**config.mk**
```make
export PLATFORM = sky130hd
export DESIGN_NAME = microSequencer
export DESIGN_NICKNAME = d
export VERILOG_FILES = /design/src/hw/useqPkg.sv /design/src/hw/microSequencer.sv
export SDC_FILE = /design/constraint.sdc
export NUM_CORES = 1
export LEC_CHECK = 0
export BUFFER_PORTS_ARGS = -buffer_cell sky130_fd_sc_hd__clkbuf_2
export CAP_MARGIN = 10
export CORE_AREA = 4 4 41 43
export CTS_CLUSTER_SIZE = 20
export DETAILED_ROUTE_END_ITERATION = 10
export DIE_AREA = 0 0 45 47
export PLACE_DENSITY = 0.68
export SYNTH_ARGS = -nofsm -noshare
export SYNTH_HDL_FRONTEND = slang
export SYNTH_SLANG_ARGS = --single-unit
```
**constraint.sdc**
```tcl
create_clock -name clk -period 1.1 [get_ports clk]
set_input_delay 0.22 -clock clk [delete_from_list [all_inputs] [get_ports clk]]
set_output_delay 0.22 -clock clk [all_outputs]
set_load 0.05 [all_outputs]
```
**src/hw/useqPkg.sv**
```systemverilog
package useqPkg;

   //////////////////////////////
   // Default widths
   //////////////////////////////

   // Microaddress, 512 words of control store
   localparam int addrWidth = 9;
   // Control field handed on to the datapath
   localparam int payloadWidth = 16;

   // Select fields of the microword
   localparam int dispSelWidth = 4;
   localparam int skipSelWidth = 3;
   // Dispatch nibbles and the IR AC field
   localparam int dispFieldWidth = 4;
   // Dispatch select, skip select and call flag together
   localparam int cromCtrlWidth = dispSelWidth + skipSelWidth + 1;
   localparam int cromWidth = addrWidth + cromCtrlWidth + payloadWidth;

   //////////////////////////////
   // Microword layout
   //////////////////////////////

   // Payload in the low bits, jump field at the top
   localparam int cromPayloadLsb = 0;
   localparam int cromCallBit = cromPayloadLsb + payloadWidth;
   localparam int cromSkipLsb = cromCallBit + 1;
   localparam int cromDispLsb = cromSkipLsb + skipSelWidth;
   localparam int cromJumpLsb = cromDispLsb + dispSelWidth;

   // Dispatch ROM word, A field lowest, A-equals-J flag highest
   localparam int dromALsb = 0;
   localparam int dromJLsb = dromALsb + dispFieldWidth;
   localparam int dromAcDispBit = dromJLsb + addrWidth;
   localparam int dromAeqjBit = dromAcDispBit + 1;
   localparam int dromWidth = dromAeqjBit + 1;

   //////////////////////////////
   // Types
   //////////////////////////////

   typedef logic [addrWidth-1:0] uAddrT;
   typedef logic [dispFieldWidth-1:0] dispFieldT;
   typedef logic [payloadWidth-1:0] payloadT;
   typedef logic [cromWidth-1:0] cromWordT;
   typedef logic [dromWidth-1:0] dromWordT;

   // Dispatch kinds, encodings above dispNorm are unused
   typedef enum logic [dispSelWidth-1:0] {
      dispNone,
      dispDiag,
      dispReturn,
      dispAread,
      dispByte,
      dispEa,
      dispNorm
   } dispSelT;

   // Skip kinds, the value picks the skipCond bit
   typedef enum logic [skipSelWidth-1:0] {
      skipNone,
      skipCond1,
      skipCond2,
      skipCond3,
      skipCond4,
      skipCond5,
      skipCond6,
      skipCond7
   } skipSelT;

   // Forced addresses
   localparam uAddrT resetAddr = '0;
   localparam uAddrT trapAddr = '1;
   // AREAD on the A field lands in octal 40 to 57
   localparam uAddrT areadBase = 9'o040;

endpackage

```
**src/hw/microSequencer.sv**
```systemverilog
`timescale 1ns/10ps

module microSequencer
(
   input  logic              clk,
   input  logic              rst,
   input  logic              clken,
   input  logic              pageFail,
   input  useqPkg::cromWordT cromWord,
   input  useqPkg::uAddrT    dispAddr,
   input  useqPkg::uAddrT    skipAddr,
   input  logic              isReturn,
   output useqPkg::uAddrT    nextAddr,
   output logic              push,
   output logic              pop
);

   logic resetHold;
   useqPkg::uAddrT jumpAddr;
   logic callFlag;

   //////////////////////////////
   // Reset hold
   //////////////////////////////

   // The ROM output register is cleared by rst, so nothing
   // has been fetched yet
   // Hold the address at zero until the first enabled edge
   always_ff @(posedge clk or posedge rst)
   begin
      if (rst)
         resetHold <= 1'b1;
      else if (clken)
         resetHold <= 1'b0;
   end

   //////////////////////////////
   // Next address
   //////////////////////////////

   assign jumpAddr = cromWord[useqPkg::cromJumpLsb +: useqPkg::addrWidth];
   assign callFlag = cromWord[useqPkg::cromCallBit];

   // Reset first, then page fail, then the OR of J, dispatch and skip
   always_comb
   begin
      if (resetHold)
         nextAddr = useqPkg::resetAddr;
      else if (pageFail)
         // Trap handler sits at the top of the store
         nextAddr = useqPkg::trapAddr;
      else
         // Microcode leaves the dispatched bits of J clear
         nextAddr = jumpAddr | dispAddr | skipAddr;
   end

   //////////////////////////////
   // Call and return
   //////////////////////////////

   // Page fail pushes the trap address like a call
   assign push = callFlag | pageFail;
   // Return dispatch takes the stack top
   assign pop = isReturn;

   //////////////////////////////
   // Checks
   //////////////////////////////

   // No call or dispatch can be live before the first fetch
   property pResetFetch;
      @(posedge clk) disable iff (rst)
         resetHold |-> cromWord == '0;
   endproperty

   aResetFetch: assert property (pResetFetch)
      else $error("microSequencer: microword not cleared during reset hold");

endmodule

```
==> reports/qor.txt <==
fillcell total - 116
RD Place Congestion - 0.584
arrival time worst endpoint - 0.86 ns
max-cap violation count - 0
pre-CTS setup slack - -0.130 ns
path type of the worst min-delay path - in -> async
Placed Cells incl. Taps - 79
Pwr Density - 359 nW/um2
Vias - 337
Synth async-reset ratio - 100%
Clk Latency, worst-skew pair - 0 ns
ranking of synthesized cells by area - nor4_1 (31%), nor2_1 (21%), dfstp_2 (16%), nor4_2 (7.7%), buf_6 (6.9%)
Final min period - 1.08 ns
WL/cell - 12.1 um
Worst setup EP type - output port
share of the synthesized area in the top cell type - 30.8%
DR vias/cell - 4.27
Peak VDD IR - 0.130 mV
die height - 47 um
final setup violation count - 0
Largest stage delay, worst path - 0.52 ns
CP Data Required Time - 0.88 ns
die area - 2120 um2
max FFs per register - 1
GR Util met3 - 1.15%
GR peak layer - met2
Crit-path slowest cell - dfstp_2
P_leak - 0.261 nW
Reg clk slew, reported paths - 0 ns
postcts setup bufs - 0
GR Util met1 - 8.58%
# nets final - 122
Startpoint Class - flip-flop
PnR worst setup slack - 0.0193 ns
register with the most flip-flops - resetHold
number of cell rows - 13
Ports - 67
dominant cell type by area after synthesis - nor4_1
worst reg2reg path depth - 2
Core Footprint - 1300 um2
Final Cycle Share - 98.2%
layout cells sized above 1 - 96.9%
DRT iter0 DRCs - 1
max_slew headroom - 83.7%
initial core utilization - 12.5%
Design Area, Final - 572 um2
most frequent cell after synthesis - nor2_1
Largest regs - resetHold (1)
RSZ-0062 raised after global routing - true
Tightest Pin Transition - 0.242 ns
fmax - 925 MHz
crit-path cells - buf_12 -> nor2_2 -> buf_8
M2 GR Usage - 19.5%
synth unique cells - 10
Top FF cell, synth - dfstp_2
clock skew - 0 ns
Total Wirelength - 952 um
Die Width - 45 um
critical path peak fanout - 10
Seq/Total Area, Yosys - 16.2%
Cells after Synth - 25
DRC Markers - 0
global-route wire length before repair - 1410 um
cts hold-fix bufs - 0
Ant. Diodes - 0
vias in the first global route - 340
Syn Nets - 81
Layout Cells excl Fill - 79
IO Port Bufs - 41
Final HPWL DP - 721 um
Synth Area per Inst - 6.51 um2
Hold Slack - 0.196 ns
Cell Area, Synth - 163 um2
Crit Path Category - reg -> out
initial antenna violation count - 0
Post-synth EDFFs - 0
max-slew violation count - 0
Final Hold Vio Count - 0
DR pass1 iterations - 3
post-route ant nets - 0
total congestion overflow - 0
P&R area growth vs syn - 252%
Area after DPL - 405 um2
YS warnings - 0
status - completed
largest net degree at the start of global routing - 11
Yosys reg bits - 1
GRT Overall Usage - 8.67%
commonest cells in the netlist - nor2_1 (9), nor4_1 (8)
per-layer routing:
metal	wire [um]	vias up	part of all wire (%)
met5	0	-	0
met4	0	0	0
met3	173	0	18
met2	460	31	48
met1	318	138	33
li1	-	168	-
cells in the final DEF (no fill, tap or decap), drive strengths merged:
cell type	Yosys	layout
buf	3	10
clkbuf	0	32
dfstp	1	1
inv	1	1
nor2	9	9
nor2b	1	1
nor4	9	9
or2	1	1
power by group:
group          internal, W  switching [W]
clock network            0              0
registers        0.0000375              0
logic            0.0000812      0.0000863
kinds of logic (layout without fill, tap and decap cells):
kind of cell	Yosys count	after routing	share of synthesized area, %
buf+inv	4	43	16.9
simple gates	20	20	66.9
flops	1	1	16.2
timing repair:
action                     CTS  global route
pin swaps                    1             0
gates resized for setup     30            10
setup endpoints to repair   10             9
stage by stage:
stage | TNS [ns] | total power (W) | utilization [%]
detailed placement | -0.757 | 0.000160 | 31.2
finish | 0 | 0.000205 | 43.9
floorplan | -0.852 | 0.000108 | -
global route | -0.106 | 0.000216 | 43.9
global placement | -0.633 | 0.000158 | 31.2
CTS | -0.0311 | 0.000196 | 42.4
final timing paths:
check / from / endpoint / slack (ns)
hold / removal: rst / resetHold / 0.20
setup / recovery: resetHold / nextAddr[4] / 0.02
min in group clk: clken / resetHold / 0.34
hold reg to reg: resetHold / resetHold / 0.63
setup reg to reg: resetHold / resetHold / 0.25
max in group asynchronous: rst / resetHold / 0.88
worst max-delay path, delay by kind of cell (launching register included):
kind | cells | cell delay (ns)
flops | 1 | 0.52
simple gates | 1 | 0.05
buf+inv | 2 | 0.28
cell type report:
class                           count  area (um2)  area share [%]
Inverter                            1        3.75           0.656
Sequential cell                     1        26.3            4.60
Timing Repair Buffer               42         333            58.2
Multi-Input combinational cell     20         190            33.3
Tap cell                           15        18.8            3.28
(Power assumes the default switching activity.)
