--- src/hw/useqPkg.sv ---
package useqPkg;

   //////////////////////////////
   // Default widths
   //////////////////////////////

   // Microaddress, 512 words of control store
   localparam int addrWidth = 9;
   // Control field handed on to the datapath
   localparam int payloadWidth = 16;

   // Select fields of the microword
   localparam int dispSelWidth = 4;
   localparam int skipSelWidth = 3;
   // Dispatch nibbles and the IR AC field
   localparam int dispFieldWidth = 4;
   // Dispatch select, skip select and call flag together
   localparam int cromCtrlWidth = dispSelWidth + skipSelWidth + 1;
   localparam int cromWidth = addrWidth + cromCtrlWidth + payloadWidth;

   //////////////////////////////
   // Microword layout
   //////////////////////////////

   // Payload in the low bits, jump field at the top
   localparam int cromPayloadLsb = 0;
   localparam int cromCallBit = cromPayloadLsb + payloadWidth;
   localparam int cromSkipLsb = cromCallBit + 1;
   localparam int cromDispLsb = cromSkipLsb + skipSelWidth;
   localparam int cromJumpLsb = cromDispLsb + dispSelWidth;

   // Dispatch ROM word, A field lowest, A-equals-J flag highest
   localparam int dromALsb = 0;
   localparam int dromJLsb = dromALsb + dispFieldWidth;
   localparam int dromAcDispBit = dromJLsb + addrWidth;
   localparam int dromAeqjBit = dromAcDispBit + 1;
   localparam int dromWidth = dromAeqjBit + 1;

   //////////////////////////////
   // Types
   //////////////////////////////

   typedef logic [addrWidth-1:0] uAddrT;
   typedef logic [dispFieldWidth-1:0] dispFieldT;
   typedef logic [payloadWidth-1:0] payloadT;
   typedef logic [cromWidth-1:0] cromWordT;
   typedef logic [dromWidth-1:0] dromWordT;

   // Dispatch kinds, encodings above dispNorm are unused
   typedef enum logic [dispSelWidth-1:0] {
      dispNone,
      dispDiag,
      dispReturn,
      dispAread,
      dispByte,
      dispEa,
      dispNorm
   } dispSelT;

   // Skip kinds, the value picks the skipCond bit
   typedef enum logic [skipSelWidth-1:0] {
      skipNone,
      skipCond1,
      skipCond2,
      skipCond3,
      skipCond4,
      skipCond5,
      skipCond6,
      skipCond7
   } skipSelT;

   // Forced addresses
   localparam uAddrT resetAddr = '0;
   localparam uAddrT trapAddr = '1;
   // AREAD on the A field lands in octal 40 to 57
   localparam uAddrT areadBase = 9'o040;

endpackage

--- src/hw/dispatchMux.sv ---
`timescale 1ns/10ps

module dispatchMux
(
   input  useqPkg::cromWordT  cromWord,
   input  useqPkg::uAddrT     diagAddr,
   input  useqPkg::uAddrT     topAddr,
   input  useqPkg::dispFieldT dispByte,
   input  useqPkg::dispFieldT dispEa,
   input  useqPkg::dispFieldT dispNorm,
   input  logic [7:1]         skipCond,
   input  useqPkg::dispFieldT acField,
   input  useqPkg::dromWordT  dromWord,
   output useqPkg::uAddrT     dispAddr,
   output useqPkg::uAddrT     skipAddr,
   output logic               isReturn
);

   logic [useqPkg::dispSelWidth-1:0] dispRaw;
   useqPkg::dispSelT dispSel;
   useqPkg::skipSelT skipSel;
   logic [7:0] condVec;
   logic dromAeqj;
   logic dromAcDisp;
   useqPkg::uAddrT dromJ;
   useqPkg::dispFieldT dromA;
   useqPkg::uAddrT areadAddr;

   //////////////////////////////
   // Field extraction
   //////////////////////////////

   assign dispRaw = cromWord[useqPkg::cromDispLsb +: useqPkg::dispSelWidth];
   assign dispSel = useqPkg::dispSelT'(dispRaw);
   assign skipSel = useqPkg::skipSelT'(cromWord[useqPkg::cromSkipLsb +: useqPkg::skipSelWidth]);

   assign dromAeqj = dromWord[useqPkg::dromAeqjBit];
   assign dromAcDisp = dromWord[useqPkg::dromAcDispBit];
   assign dromJ = dromWord[useqPkg::dromJLsb +: useqPkg::addrWidth];
   assign dromA = dromWord[useqPkg::dromALsb +: useqPkg::dispFieldWidth];

   // AREAD target
   always_comb
   begin
      if (!dromAeqj)
         // Memory operand setup, dispatch on A
         areadAddr = useqPkg::areadBase | useqPkg::uAddrT'(dromA);
      else if (dromAcDisp)
         // AC field expands the opcode to 16 entries
         areadAddr = {dromJ[useqPkg::addrWidth-1:useqPkg::dispFieldWidth], acField};
      else
         // No setup needed, straight to J
         areadAddr = dromJ;
   end

   // Dispatch select
   always_comb
   begin
      case (dispSel)
         useqPkg::dispNone:   dispAddr = '0;
         useqPkg::dispDiag:   dispAddr = diagAddr;
         useqPkg::dispReturn: dispAddr = topAddr;
         useqPkg::dispAread:  dispAddr = areadAddr;
         useqPkg::dispByte:   dispAddr = useqPkg::uAddrT'(dispByte);
         useqPkg::dispEa:     dispAddr = useqPkg::uAddrT'(dispEa);
         useqPkg::dispNorm:   dispAddr = useqPkg::uAddrT'(dispNorm);
         default:             dispAddr = '0;
      endcase
   end

   // Bit 0 stands in for skipNone so it never skips
   assign condVec = {skipCond, 1'b0};
   assign skipAddr = useqPkg::uAddrT'(condVec[skipSel]);

   assign isReturn = (dispSel == useqPkg::dispReturn);

   // Microcode must only use the defined dispatch kinds
   always_comb
   begin
      assert (dispRaw <= useqPkg::dispNorm)
         else $error("dispatchMux: undefined dispatch select %0d", dispRaw);
   end

endmodule

--- config.mk ---
export PLATFORM = sky130hd
export DESIGN_NAME = dispatchMux
export DESIGN_NICKNAME = d
export VERILOG_FILES = /design/src/hw/useqPkg.sv /design/src/hw/dispatchMux.sv
export SDC_FILE = /design/constraint.sdc
export NUM_CORES = 1
export LEC_CHECK = 0
export BUFFER_PORTS_ARGS = -buffer_cell sky130_fd_sc_hd__buf_2
export CORE_UTILIZATION = 25
export DETAILED_ROUTE_END_ITERATION = 16
export PLACE_DENSITY = 0.84
export SLEW_MARGIN = 0
export SYNTH_ARGS = -nofsm -noshare
export SYNTH_HDL_FRONTEND = slang
export SYNTH_SLANG_ARGS = --single-unit
--- constraint.sdc ---
create_clock -name vclk -period 0.95
set_clock_uncertainty 0.1 [all_clocks]
set_input_delay 0.0475 -clock vclk [all_inputs]
set_output_delay 0.0475 -clock vclk [all_outputs]
set_load 0.03 [all_outputs]
==> impl_metrics.json, run 1 <==
{
  "p_leak_nw": 0.6938,
  "endpoint": "dispAddr[0]",
  "globalplace.congestion": 0.7566,
  "worst_slack_ns": -0.3553,
  "critical_path_class": "in -> out",
  "setup_viol": 11,
  "drt_iter0_drc": 14,
  "irDropWorstVdd_mv": 0.3496,
  "rsz0062_at_grt": "yes",
  "ys_types": 33,
  "yosys_warnings": 0,
  "fp.dieArea_um2": 2623,
  "netlist_area_um2": 605.6,
  "route.vias.total": 955,
  "grt_overflow": 0,
  "dr.pass1.iters": 2,
  "antenna_found_initial": 0,
  "drive_above_1_share_pct": 76.19,
  "crit_path_start_kind": "input port",
  "avgSynthCellArea_um2": 7.764,
  "fin_cells": 196,
  "fin_nets": 259,
  "cap_violations": 0,
  "power_density_nw_per_um2": 462.3,
  "register_area_um2": 0,
  "crit_path_max_fanout": 7,
  "finalCritPeriodShare_pct": 137.4,
  "dp_hpwl_um": 1969,
  "diodes": 0,
  "placed_cells": 194,
  "max_freq_mhz": 766.1,
  "ant_nets": 0,
  "arrival_ns": 1.16,
  "required_ns": 0.80,
  "grt_pass1_wl_um": 4029,
  "syn_inst": 78,
  "die_w_um": 51.22,
  "routed_via_density": 4.872,
  "hold_class": "in -> out",
  "start_util_pct": 26.86,
  "cp-end-kind": "output pin",
  "ios": 108,
  "portBuffers": 74,
  "route.detailed.wl_per_inst_um": 14.52,
  "grt_max_degree": 8,
  "clock_buffers": 0,
  "setup_tns_ns": -3.011,
  "slew_violations": 0,
  "seq_cells": 0,
  "synth_seq_area_share_pct": 0,
  "grt_pass1_vias": 971,
  "core_um2": 2255,
  "num_rows": 17,
  "wirelength_um": 2846,
  "area_delta_synth_final_pct": 131.8,
  "drcViolationCount": 0,
  "die_h_um": 51.22,
  "hold_viol": 0,
  "worstSetupStartpoint": "cromWord[23]",
  "violations": "setup timing",
  "grt_usage_pct": 20.18,
  "status": "finished with violations",
  "period_needed_ns": 1.305
}
## cells in the mapped netlist, drive strengths merged (2+ instances only)
master / n / share of area (%)
buf: 12 / 15
a22o: 2 / 2.9
mux2: 3 / 5.6
mux2i: 7 / 12
nor2b: 2 / 2.1
nor3b: 2 / 2.5
nor4bb: 2 / 3.3
a21oi: 3 / 2.5
o2bb2ai: 2 / 2.9
nand3: 4 / 3.3
o21ai: 2 / 1.7
nand2: 6 / 3.7
nor2: 4 / 2.5
nand3b: 3 / 3.7
a221o: 2 / 3.3
a22oi: 6 / 7.4
nor4b: 2 / 5.0
## logic make-up after synthesis
family / after synthesis / synth area share, %
and+or+nand+nor: 32 / 37.19
other: 1 / 0.6192
muxes: 11 / 20.87
buffers and inverters: 13 / 15.70
AOI/OAI and AO/OA: 21 / 25.62
## where the power goes
part	internal (mW)	total, mW	switching [mW]
Sequential	0	0	0
Combinational	0.342	0.649	0.308
Clock	0	0	0
Total	0.342	0.649	0.308
## final cells by class
cell class | instances | area, um2
Fill cell | 212 | 850.8
Timing Repair Buffer | 96 | 691.9
Multi-Input combinational cell | 72 | 676.9
Tap cell | 28 | 35.03
## what timing repair did
item | CTS | global route
hold buffers | 0 | 0
pin swaps | 11 | 3
setup endpoints to repair | 11 | 11
gates resized for setup | 51 | 6
setup buffers | 2 | 0
## cell usage in the layout (no fill, tap or decap), types with 2 or more instances in the layout
master     Yosys  final
buf_2          1     57
buf_6          1     19
buf_4         10     15
conb_1         1      8
a22oi_2        0      5
mux2i_1        7      5
nand2_2        0      5
nor2_1         4      4
nand3_1        4      4
buf_8          0      4
nand3b_1       3      3
mux2_2         3      2
mux2i_2        0      2
nor2b_1        2      2
nor3b_1        2      2
nor4b_4        0      2
a22o_1         2      2
o2bb2ai_2      0      2
a221o_2        0      2
a21oi_1        3      2
o21ai_2        0      2
## metrics by stage
step | hold WS (ns) | instance area, um2 | total power [mW] | util, % | setup WS [ns]
after floorplan | 0.1047 | 710.7 | 0.3154 | - | -0.3066
after global placement | 0.3035 | 1166 | 0.5108 | 51.72 | -0.4299
after detailed placement | 0.3074 | 1166 | 0.5206 | 51.72 | -0.4405
after CTS | 0.2803 | 1383 | 0.6223 | 61.32 | -0.3488
after global routing | 0.3222 | 1404 | 0.6863 | 62.26 | -0.3884
final | 0.3052 | 1404 | 0.6491 | 62.26 | -0.3553
## worst min path at each step
stage          cells past startpoint     endpoint  slack, ns    startpoint
2_1_floorplan                      1  skipAddr[0]       0.10  cromWord[18]
3_3_place_gp                       3  skipAddr[0]       0.30  cromWord[18]
3_5_place_dp                       3  skipAddr[0]       0.31  cromWord[18]
4_1_cts                            3  skipAddr[0]       0.28  cromWord[18]
5_1_grt                            3  skipAddr[0]       0.32  cromWord[18]
6_report                           3  skipAddr[0]       0.31  cromWord[18]
## metal layers
| metal | routed length [um] | vias to the layer above | track usage, % |
|---|---|---|---|
| li1 | - | 474 | - |
| met3 | 162 | 6 | 1.488 |
| met1 | 960 | 431 | 19.68 |
| met5 | 0 | - | 0 |
| met2 | 1650 | 44 | 44.08 |
| met4 | 74 | 0 | 4.505 |
## worst max-delay path, stage by stage
cell and delay (ns):
buf_6 0.10, buf_4 0.17, or3b_4 0.42, o2bb2ai_2 0.14
a221o_2 0.15, buf_6 0.13
(Power assumes the default switching activity.)
==> inputs of run 2 (changes only) <==
==> constraint.sdc (replaced) <==
create_clock -name vclk -period 0.95
set_clock_uncertainty 0.1 [all_clocks]
set_input_delay 0.285 -clock vclk [all_inputs]
set_output_delay 0.285 -clock vclk [all_outputs]
set_load 0.03 [all_outputs]
==> impl_metrics.json, run 2 (synthesis results as in run 1) <==
{
  "final_common_cell": "buf_2",
  "drt_iter0_drc": 13,
  "register_area_um2": 0,
  "multiInputGateArea_um2": 680.7,
  "cp_cell_sequence": "buf_8 -> or4bb_4 -> a211oi_2 -> or4_4 -> buf_6",
  "hold_class": "in -> out",
  "cap_violations": 0,
  "routed_via_density": 4.898,
  "globalplace.congestion": 0.7182,
  "power_density_nw_per_um2": 460.4,
  "postPlaceCellArea_um2": 1141,
  "drive_above_1_share_pct": 76.33,
  "antenna_found_initial": 0,
  "crit_slowest_cell": "or4bb_4",
  "grt_use_met2_pct": 38.82,
  "use_met3_pct": 1.488,
  "rsz0062_at_grt": "yes",
  "ant_nets": 0,
  "grt_use_met1_pct": 21.27,
  "grt_usage_pct": 18.65,
  "setup_tns_ns": -8.046,
  "status": "finished with violations",
  "dr.pass1.iters": 4,
  "required_ns": 0.56,
  "finalCritPeriodShare_pct": 187.0,
  "cp.depth": 5,
  "seq_cells": 0,
  "crit_path_max_fanout": 3,
  "grt_busiest_layer": "met2",
  "max_stage_delay_ns": 0.57,
  "num_rows": 17,
  "post-place-ws_ns": -0.9341,
  "p_leak_nw": 0.6915,
  "cp-end-kind": "output pin",
  "critical_path_class": "in -> out",
  "grt_overflow": 0,
  "worst_slack_ns": -0.8262,
  "ios": 108,
  "worstSetupStartpoint": "cromWord[23]",
  "cp.buffers_inverters": 2,
  "fillCellCount": 196,
  "wirelength_um": 2575,
  "violations": "setup timing",
  "route.vias.total": 965,
  "whs_ns": 0.7799,
  "die_h_um": 51.22,
  "setup_viol": 11,
  "endpoint": "dispAddr[2]",
  "holdBufCountCts": 0,
  "core_um2": 2255,
  "hold_start": "cromWord[18]",
  "die_w_um": 51.22,
  "arrival_ns": 1.39,
  "irDropWorstVdd_mv": 0.3190,
  "fin_nets": 260,
  "fp.dieArea_um2": 2623,
  "dp_hpwl_um": 1889,
  "grt_pass1_vias": 919,
  "crit_path_start_kind": "input port",
  "clock_buffers": 0,
  "final_cell_mix": "57 x buf_2, 19 x buf_6, 16 x buf_4",
  "diodes": 0,
  "area_delta_synth_final_pct": 133.7,
  "portBuffers": 74,
  "hold_viol": 0,
  "grt_max_degree": 9,
  "period_needed_ns": 1.776,
  "route.detailed.wl_per_inst_um": 13.07,
  "drcViolationCount": 0,
  "max_freq_mhz": 563.0,
  "slew_violations": 0,
  "grt_pass1_wl_um": 3843,
  "crit_family": "simple AND/OR/NAND/NOR gates",
  "start_util_pct": 26.86,
  "fin_area_um2": 1415
}
[run 2: layout make-up]
class	count	area share, %
tap	28	2.476
multi-input combinational	72	48.10
timing repair buffer	97	49.43
[run 2: report_power, final]
group          total (mW)  internal (mW)  switching, mW
combinational       0.652          0.349          0.303
clock                   0              0              0
sequential              0              0              0
[run 2: per-layer routing]
layer	wire, um	vias up	part of all wire [%]
met2	1463	38	57
met4	0	0	0
met1	934	450	36
met3	178	0	6.9
li1	-	477	-
met5	0	-	0
[run 2: worst min path at each step]
stage,slack [ns],endpoint,depth (start not counted)
floorplan,0.55,skipAddr[0],1
global placement,0.81,skipAddr[0],3
detailed placement,0.81,skipAddr[0],3
CTS,0.78,dispAddr[4],4
global route,0.79,skipAddr[0],3
finish,0.78,skipAddr[0],3
[run 2: worst min-delay path, stage by stage]
cell and delay (ns):
buf_2 0.12, o21ai_4 0.06, buf_6 0.13
[run 2: metrics by stage]
stage	total power [mW]	util (%)	instances
2_1_floorplan	0.3219	-	85
3_3_place_gp	0.5045	50.61	191
3_5_place_dp	0.5143	50.61	191
4_1_cts	0.6182	60.27	194
5_1_grt	0.6911	62.76	197
6_report	0.6515	62.76	197
[run 2: repair_timing]
item	in CTS	in global routing
pin swaps	18	7
setup buffers	3	3
endpoints found under the setup margin	11	11
gates resized for setup	53	7
