<file path="src/hw/useqPkg.sv">
package useqPkg;

   //////////////////////////////
   // Default widths
   //////////////////////////////

   // Microaddress, 512 words of control store
   localparam int addrWidth = 9;
   // Control field handed on to the datapath
   localparam int payloadWidth = 16;

   // Select fields of the microword
   localparam int dispSelWidth = 4;
   localparam int skipSelWidth = 3;
   // Dispatch nibbles and the IR AC field
   localparam int dispFieldWidth = 4;
   // Dispatch select, skip select and call flag together
   localparam int cromCtrlWidth = dispSelWidth + skipSelWidth + 1;
   localparam int cromWidth = addrWidth + cromCtrlWidth + payloadWidth;

   //////////////////////////////
   // Microword layout
   //////////////////////////////

   // Payload in the low bits, jump field at the top
   localparam int cromPayloadLsb = 0;
   localparam int cromCallBit = cromPayloadLsb + payloadWidth;
   localparam int cromSkipLsb = cromCallBit + 1;
   localparam int cromDispLsb = cromSkipLsb + skipSelWidth;
   localparam int cromJumpLsb = cromDispLsb + dispSelWidth;

   // Dispatch ROM word, A field lowest, A-equals-J flag highest
   localparam int dromALsb = 0;
   localparam int dromJLsb = dromALsb + dispFieldWidth;
   localparam int dromAcDispBit = dromJLsb + addrWidth;
   localparam int dromAeqjBit = dromAcDispBit + 1;
   localparam int dromWidth = dromAeqjBit + 1;

   //////////////////////////////
   // Types
   //////////////////////////////

   typedef logic [addrWidth-1:0] uAddrT;
   typedef logic [dispFieldWidth-1:0] dispFieldT;
   typedef logic [payloadWidth-1:0] payloadT;
   typedef logic [cromWidth-1:0] cromWordT;
   typedef logic [dromWidth-1:0] dromWordT;

   // Dispatch kinds, encodings above dispNorm are unused
   typedef enum logic [dispSelWidth-1:0] {
      dispNone,
      dispDiag,
      dispReturn,
      dispAread,
      dispByte,
      dispEa,
      dispNorm
   } dispSelT;

   // Skip kinds, the value picks the skipCond bit
   typedef enum logic [skipSelWidth-1:0] {
      skipNone,
      skipCond1,
      skipCond2,
      skipCond3,
      skipCond4,
      skipCond5,
      skipCond6,
      skipCond7
   } skipSelT;

   // Forced addresses
   localparam uAddrT resetAddr = '0;
   localparam uAddrT trapAddr = '1;
   // AREAD on the A field lands in octal 40 to 57
   localparam uAddrT areadBase = 9'o040;

endpackage

</file>
<file path="src/hw/returnStack.sv">
`timescale 1ns/10ps

module returnStack
#(
   parameter int addrWidth = useqPkg::addrWidth,
   parameter int stackDepth = 8
)
(
   input  logic                 clk,
   input  logic                 rst,
   input  logic                 clken,
   input  logic                 push,
   input  logic                 pop,
   input  logic [addrWidth-1:0] pushAddr,
   output logic [addrWidth-1:0] topAddr
);

   // Count needs one more value than the depth
   localparam int ptrWidth = $clog2(stackDepth + 1);
   localparam int idxWidth = $clog2(stackDepth);

   logic [addrWidth-1:0] stackMem [stackDepth];
   logic [ptrWidth-1:0] depth;
   logic [idxWidth-1:0] topIdx;
   logic [idxWidth-1:0] freeIdx;
   logic full;
   logic empty;

   assign empty = (depth == '0);
   assign full = (depth == ptrWidth'(stackDepth));

   // Top is one below the count, free slot is at the count
   assign topIdx = idxWidth'(depth - 1'b1);
   assign freeIdx = idxWidth'(depth);
   assign topAddr = stackMem[topIdx];

   //////////////////////////////
   // Entries
   //////////////////////////////

   always_ff @(posedge clk)
   begin
      if (clken && push)
      begin
         // Push with pop overwrites the top in place
         if (pop)
            stackMem[topIdx] <= pushAddr;
         else
            stackMem[freeIdx] <= pushAddr;
      end
   end

   // Entry count
   always_ff @(posedge clk or posedge rst)
   begin
      if (rst)
         depth <= '0;
      else if (clken)
      begin
         if (push && !pop)
            depth <= depth + 1'b1;
         else if (pop && !push)
            depth <= depth - 1'b1;
      end
   end

   //////////////////////////////
   // Checks
   //////////////////////////////

   aNoOverflow: assert property (@(posedge clk) disable iff (rst)
      (clken && push && !pop) |-> !full)
      else $error("returnStack: push on a full stack");

   aNoUnderflow: assert property (@(posedge clk) disable iff (rst)
      (clken && pop) |-> !empty)
      else $error("returnStack: return with an empty stack");

endmodule

</file>
<file path="config.mk">
export PLATFORM = sky130hd
export DESIGN_NAME = returnStack
export DESIGN_NICKNAME = d
export VERILOG_FILES = /design/src/hw/useqPkg.sv /design/src/hw/returnStack.sv
export SDC_FILE = /design/constraint.sdc
export NUM_CORES = 1
export LEC_CHECK = 0
export BUFFER_PORTS_ARGS = -buffer_cell sky130_fd_sc_hd__buf_4
export CAP_MARGIN = 0
export CORE_ASPECT_RATIO = 0.7
export CORE_UTILIZATION = 50
export DETAILED_ROUTE_END_ITERATION = 7
export GPL_TIMING_DRIVEN = 0
export PLACE_DENSITY = 0.69
export SETUP_SLACK_MARGIN = 0.02
export SLEW_MARGIN = 20
export SYNTH_ARGS = -nofsm -noshare
export SYNTH_HDL_FRONTEND = slang
export SYNTH_SLANG_ARGS = --single-unit
</file>
<file path="constraint.sdc">
create_clock -name clk -period 8.53 [get_ports clk]
set_clock_uncertainty 0.2 [all_clocks]
set_input_delay 2.1325 -clock clk [delete_from_list [all_inputs] [get_ports clk]]
set_output_delay 2.1325 -clock clk [all_outputs]
set_load 0.05 [all_outputs]
</file>
==> run summary, run 1 <==
Final setup TNS: 0 ps
Worst-Skew Late Latency: 330 ps
Die H: 68.36 µm
Avg Cell Area, Syn: 20.69 µm²
FF+latch count, synth: 75
Cts repair resizes: 0
CTS Buf Count: 9
Commonest cells in the netlist: edfxtp_1, mux4_1, mux2_2, nor3_1, o21ai_0
Placed insts: 252
Area growth syn-to-layout: 18.74%
Hpwl dp: 3869 µm
Post-route minimum period: 5722 ps
Post-CTS setup buffer count: 0
TritonCTS clock tree: done
Antenna diodes: 0
FMAX: 0.1748 GHz
CTS sink count: 75
Distinct cells, synth: 27
Max-Slew Margin vs Limit: 48.84%
Ys flop type: edfxtp_1
Ratio of cells with drive above 1 in the final layout: 33.68%
Number of enable flip-flop cells after synthesis: 72
Mapped Cells: 152
Hold Buf Count CTS: 0
Vias in the first global route: 1576
DR WL/cell: 22.07 µm
Global placer's final weighted congestion: 0.7249
Clock-pin transition on the worst setup and hold timing paths: 70 ps
DR DRC count: 0
FFs w/ async S/R, synth: 4.000%
Class of the most critical setup path: flip-flop to output pin
CTS root buffer: clkbuf_8
Period utilization: 67.08%
Status: completed
Synth warn: 0
Die ar.: 0.006617 mm²
Largest net degree at the start of global routing: 14
CP required: 6200 ps
Core Area: 0.005899 mm²
MaxCap Viol Count: 0
Synth top area cells: edfxtp_1, mux4_1, mux2_2
Net count, final: 205
H-tree Lvls: 3
Mapped Nets: 169
Final Hold Vio Count: 0
Initial DRT Pass Iterations: 4
CP Launch Type: flip-flop
Initial DRC Count: 69
Sequential area share after synthesis: 71.12%
Mapped cell area: 0.003146 mm²
Routed WL: 5916 µm
RSZ-0062 raised after global routing: false
Overflow after GRT: 0
DR vias/cell: 5.705
Clock buffer depth: 2
# IOs: 23
Leading area contributor after synthesis: edfxtp_1
Starting Density: 53.32%
CP arrival: 3390 ps
Rows: 23
Synth top area share: 68.74%
Port-buffer cells: 21
Routed Antenna Nets: 0
Largest fanout on the critical path: 10
Gr usage total: 19.44%
CP endpoint kind: output pin
Slew @ Worst Pin: 767.4 ps
Via Count: 1529
Tightest Hold Check Type: flip-flop to flip-flop
Final setup viols: 0
Fin cells: 268
Slew Limit Fails: 0
Initial antenna violation count: 0
Die Width: 96.80 µm
Cell with the most instances after synthesis: edfxtp_1
First-pass GRT wire length: 8618 µm
[sequential cells by signal, indices dropped and copies added (netlist names)]
signal / count
depth: 3
stackMem: 72
[per-layer routing]
layer | wire length [µm] | share of wire (%) | track usage, %
met1 | 2453 | 41 | 23.50
met2 | 2904 | 49 | 32.57
met3 | 473 | 8.0 | 6.844
met4 | 85 | 1.4 | 8.396
met5 | 0 | 0 | 0
[final cells by class]
type	count	area, µm²
clock inverter	6	137.6
fill	401	2165
clock buffer	10	127.6
tap	75	93.84
multi-input combinational	66	887.1
sequential	75	2237
timing repair buffer	25	195.2
inverter	5	18.77
buffer	6	37.54
[logic make-up after synthesis]
group                      after synthesis  share of synthesized area [%]
DFF                                     75                          71.12
adders and majority gates                3                          1.193
AOI/OAI and AO/OA                       11                          1.830
buffers and inverters                   11                          1.790
and+or+nand+nor                         19                          3.859
xor gates and xnor gates                 5                          1.989
muxes                                   28                          18.22
[worst max-delay path, stage by stage, from the launching register on]
cell and delay [ps]:
dfrtp_1 360, clkbuf_1 370, inv_2 250, ha_1 390, xor2_4 400, buf_6 240
mux4_1 560, mux2_2 290, buf_4 190
[per-stage QoR]
stage	util [%]	hold WS [ps]	setup WS, ps	instance area (µm²)
2_1_floorplan	-	336.8	3759	3146
3_3_place_gp	57.58	378.5	3275	3397
3_5_place_dp	58.68	394.6	3163	3462
4_1_cts	63.18	405.8	2796	3727
5_1_grt	63.31	438.5	2672	3735
6_report	63.31	403.6	2808	3735
[final timing paths]
check | from | endpoint | slack, ps | cells past startpoint
setup / recovery | depth[0]$_DFFE_PP0P_ | topAddr[1] | 2810 | 8
hold / removal | depth[2]$_DFFE_PP0P_ | depth[2]$_DFFE_PP0P_ | 400 | 2
setup reg to reg | depth[0]$_DFFE_PP0P_ | stackMem[5][0]$_DFFE_PP_ | 5030 | 7
hold reg to reg | depth[2]$_DFFE_PP0P_ | depth[2]$_DFFE_PP0P_ | 400 | 2
max in group asynchronous | rst | depth[0]$_DFFE_PP0P_ | 6550 | 2
min in group asynchronous | rst | depth[2]$_DFFE_PP0P_ | 1460 | 2
[cells in the final DEF, fill, tap and decap left out, types with 2 or more instances in the layout]
| cell | instances |
|---|---|
| clkbuf_8 | 9 |
| buf_6 | 4 |
| clkbuf_1 | 4 |
| xnor2_1 | 2 |
| clkinv_4 | 2 |
| ha_1 | 3 |
| edfxtp_1 | 72 |
| mux4_1 | 15 |
| dfrtp_1 | 3 |
| nor3_2 | 4 |
| o21ai_0 | 6 |
| nor3_1 | 2 |
| mux2_2 | 9 |
| bufinv_16 | 4 |
| and3b_1 | 4 |
| inv_1 | 4 |
| nor3b_1 | 3 |
| xor2_1 | 2 |
| a21oi_2 | 4 |
| buf_4 | 23 |
| mux4_2 | 3 |
Power of run 1 is left out: the tool's default activity adds up to more than one toggle a clock period on the data nets, which glitch-free logic cannot reach.
==> run 2: changes to the inputs <==
PLACE_DENSITY = 0.72   (was 0.69)
clock period = 5.1 ns   (was 8.53 ns; I/O delays follow)
==> run 2 against run 1 <==
  * Non-clock buffer count unchanged
  * Via count up 0.78%
  * Global-route usage barely moved
  * Count of clock-buffer cells in the layout grew 3
  * Setup slack got worse by 2600 ps
  * Critical path depth stayed put
  * Routed wire length decreased by 7.5%
  * Worst hold slack improved by 23 ps
  * Final cell count unchanged
  * Register-to-register slack got worse by 3600 ps
  * Critical endpoint is now topAddr[4]
  * Sequential share of layout area rose by 0.85 points
  * Highest routed layer unchanged
==> run summary, run 2 (synthesis gave the netlist of run 1 again) <==
Most common cell after layout, fill and taps aside: edfxtp_1
Hold Buf Count CTS: 0 (unchanged)
H-tree Lvls: 3 (unchanged)
Die H: 68.36 µm (unchanged)
Hpwl dp: 3693 µm (-4.6%)
Met3 WL: 299 µm (-37%)
Period utilization: 94.97%
Initial antenna violation count: 0 (unchanged)
Routed WL: 5472 µm (-7.5%)
TritonCTS clock tree: done
Slew Limit Fails: 0 (unchanged)
CP startpoint: depth[0]$_DFFE_PP0P_
CP max stage cell: mux4_1
FF-to-FF Start: depth[0]$_DFFE_PP0P_
Critical Path End: topAddr[4]
Fillers: 391 (-2.5%)
Crit path cell chain: clkbuf_1, inv_2, ha_1, xor2_4, buf_6, mux4_1, mux2_2, buf_4
CP arrival: 3370 ps (-20 ps)
Initial DRT Pass Iterations: 4 (unchanged)
Buf/Inv on CP: 4 (unchanged)
Multi-input gate area: 879.6 µm² (-0.85%)
Die ar.: 0.006617 mm² (unchanged)
Max-Slew Margin vs Limit: 25.93% (-23 points)
Status: completed
Cts repair resizes: 0 (unchanged)
Rows: 23 (unchanged)
Worst-Skew Late Latency: 340 ps (about the same)
Crit. path cell count: 8 (unchanged)
CTS sink count: 75 (unchanged)
DR DRC count: 0 (unchanged)
Net count, final: 205 (unchanged)
RSZ-0062 raised after global routing: false
Slew @ Worst Pin: 1111 ps (+343.6 ps)
DR WL/cell: 20.42 µm (-7.5%)
Metal2 WL: 2733 µm (-5.9%)
Largest net degree at the start of global routing: 13 (-1)
Max FFs per register: 72 (unchanged)
Antenna diodes: 0 (unchanged)
Clock-pin transition on the worst setup and hold timing paths: 70 ps (about the same)
Class of the most critical setup path: flip-flop to output pin
Vias in the first global route: 1687 (+7.0%)
FMAX: 0.2065 GHz
# IOs: 23 (unchanged)
Largest stage delay, worst path: 600 ps (+40 ps)
Post-route minimum period: 4844 ps
Tightest Hold Check Type: flip-flop to flip-flop
Starting Density: 53.32% (unchanged)
R2R setup slack: 1410 ps (-3620 ps)
Most frequent cells in the layout: edfxtp_1, buf_4, mux4_1
Largest fanout on the critical path: 10 (unchanged)
Delay-heaviest family, CP: buffers and inverters
Worst r2r path cells: 7 (unchanged)
R2R Path End: stackMem[5][8]$_DFFE_PP_
Top reg by flops: stackMem
CP endpoint kind: output pin
CTS Buf Count: 9 (unchanged)
Final Hold Vio Count: 0 (unchanged)
Port-buffer cells: 21 (unchanged)
First-pass GRT wire length: 8976 µm (+4.2%)
Routed Antenna Nets: 0 (unchanged)
Die Width: 96.80 µm (unchanged)
MaxCap Viol Count: 0 (unchanged)
DR vias/cell: 5.750 (+0.78%)
CTS root buffer: clkbuf_8
Post-CTS setup buffer count: 0 (unchanged)
Register Area: 0.002237 mm² (unchanged)
Largest regs: stackMem: 72 flops, depth: 3 flops
Initial DRC Count: 158 (+130%)
CP Launch Type: flip-flop
Metal-1 WL: 2364 µm (-3.6%)
Final setup TNS: 0 ps (unchanged)
Area growth syn-to-layout: 17.06%
Ratio of cells with drive above 1 in the final layout: 32.12% (-1.6 points)
Final setup viols: 0 (unchanged)
Core Area: 0.005899 mm² (unchanged)
Global placer's final weighted congestion: 0.7617 (+5.1%)
Overflow after GRT: 0 (unchanged)
Max Used Layer: met4
CP required: 3620 ps (-2580 ps)
Clock buffer depth: 2 (unchanged)
Gr usage total: 19.40% (-0.035 points)
Via Count: 1541 (+0.78%)
Min Hold Slack: 427.0 ps (+23.33 ps)
==> run 2: worst min-delay path: stages (launching register included) <==
cell	delay [ps]
dfrtp_1	360
buf_6	160
xor2_1	70
==> run 2: metrics by stage <==
step	worst slack [ps]	cell area, µm²	instances	utilization (%)
CTS	215.6	3679	268	62.35
detailed placement	598.4	3451	252	58.49
finish	256.3	3682	268	62.42
floorplan	1187	3146	152	-
global placement	711.3	3397	248	57.58
global route	57.24	3682	268	62.42
==> run 2: cell type report <==
cell class,instances,area share [%]
flip-flops and latches,75,60.75
clock buffers,13,4.315
repair buffers,25,5.097
well taps,75,2.548
clock inverters,3,1.869
inverters,5,0.5097
plain buffers,6,1.019
multi-input cells,66,23.89
==> run 2: worst min path at each step <==
| stage | cells after the start | end | start | slack (ps) |
|---|---|---|---|---|
| floorplan | 2 | depth[1]$_DFFE_PP0P_ | depth[1]$_DFFE_PP0P_ | 340 |
| detailed placement | 2 | depth[2]$_DFFE_PP0P_ | depth[2]$_DFFE_PP0P_ | 420 |
| CTS | 2 | depth[2]$_DFFE_PP0P_ | depth[2]$_DFFE_PP0P_ | 430 |
| finish | 2 | depth[2]$_DFFE_PP0P_ | depth[2]$_DFFE_PP0P_ | 430 |
| global route | 2 | depth[2]$_DFFE_PP0P_ | depth[2]$_DFFE_PP0P_ | 440 |
| global placement | 2 | depth[2]$_DFFE_PP0P_ | depth[2]$_DFFE_PP0P_ | 380 |
==> run 2: per-layer routing <==
layer | track usage, % | vias up
met5 | 0 | -
met4 | 8.582 | 0
met3 | 5.720 | 9
met2 | 33.71 | 44
met1 | 23.23 | 779
li1 | - | 709
Power of run 2 is left out for the same reason.
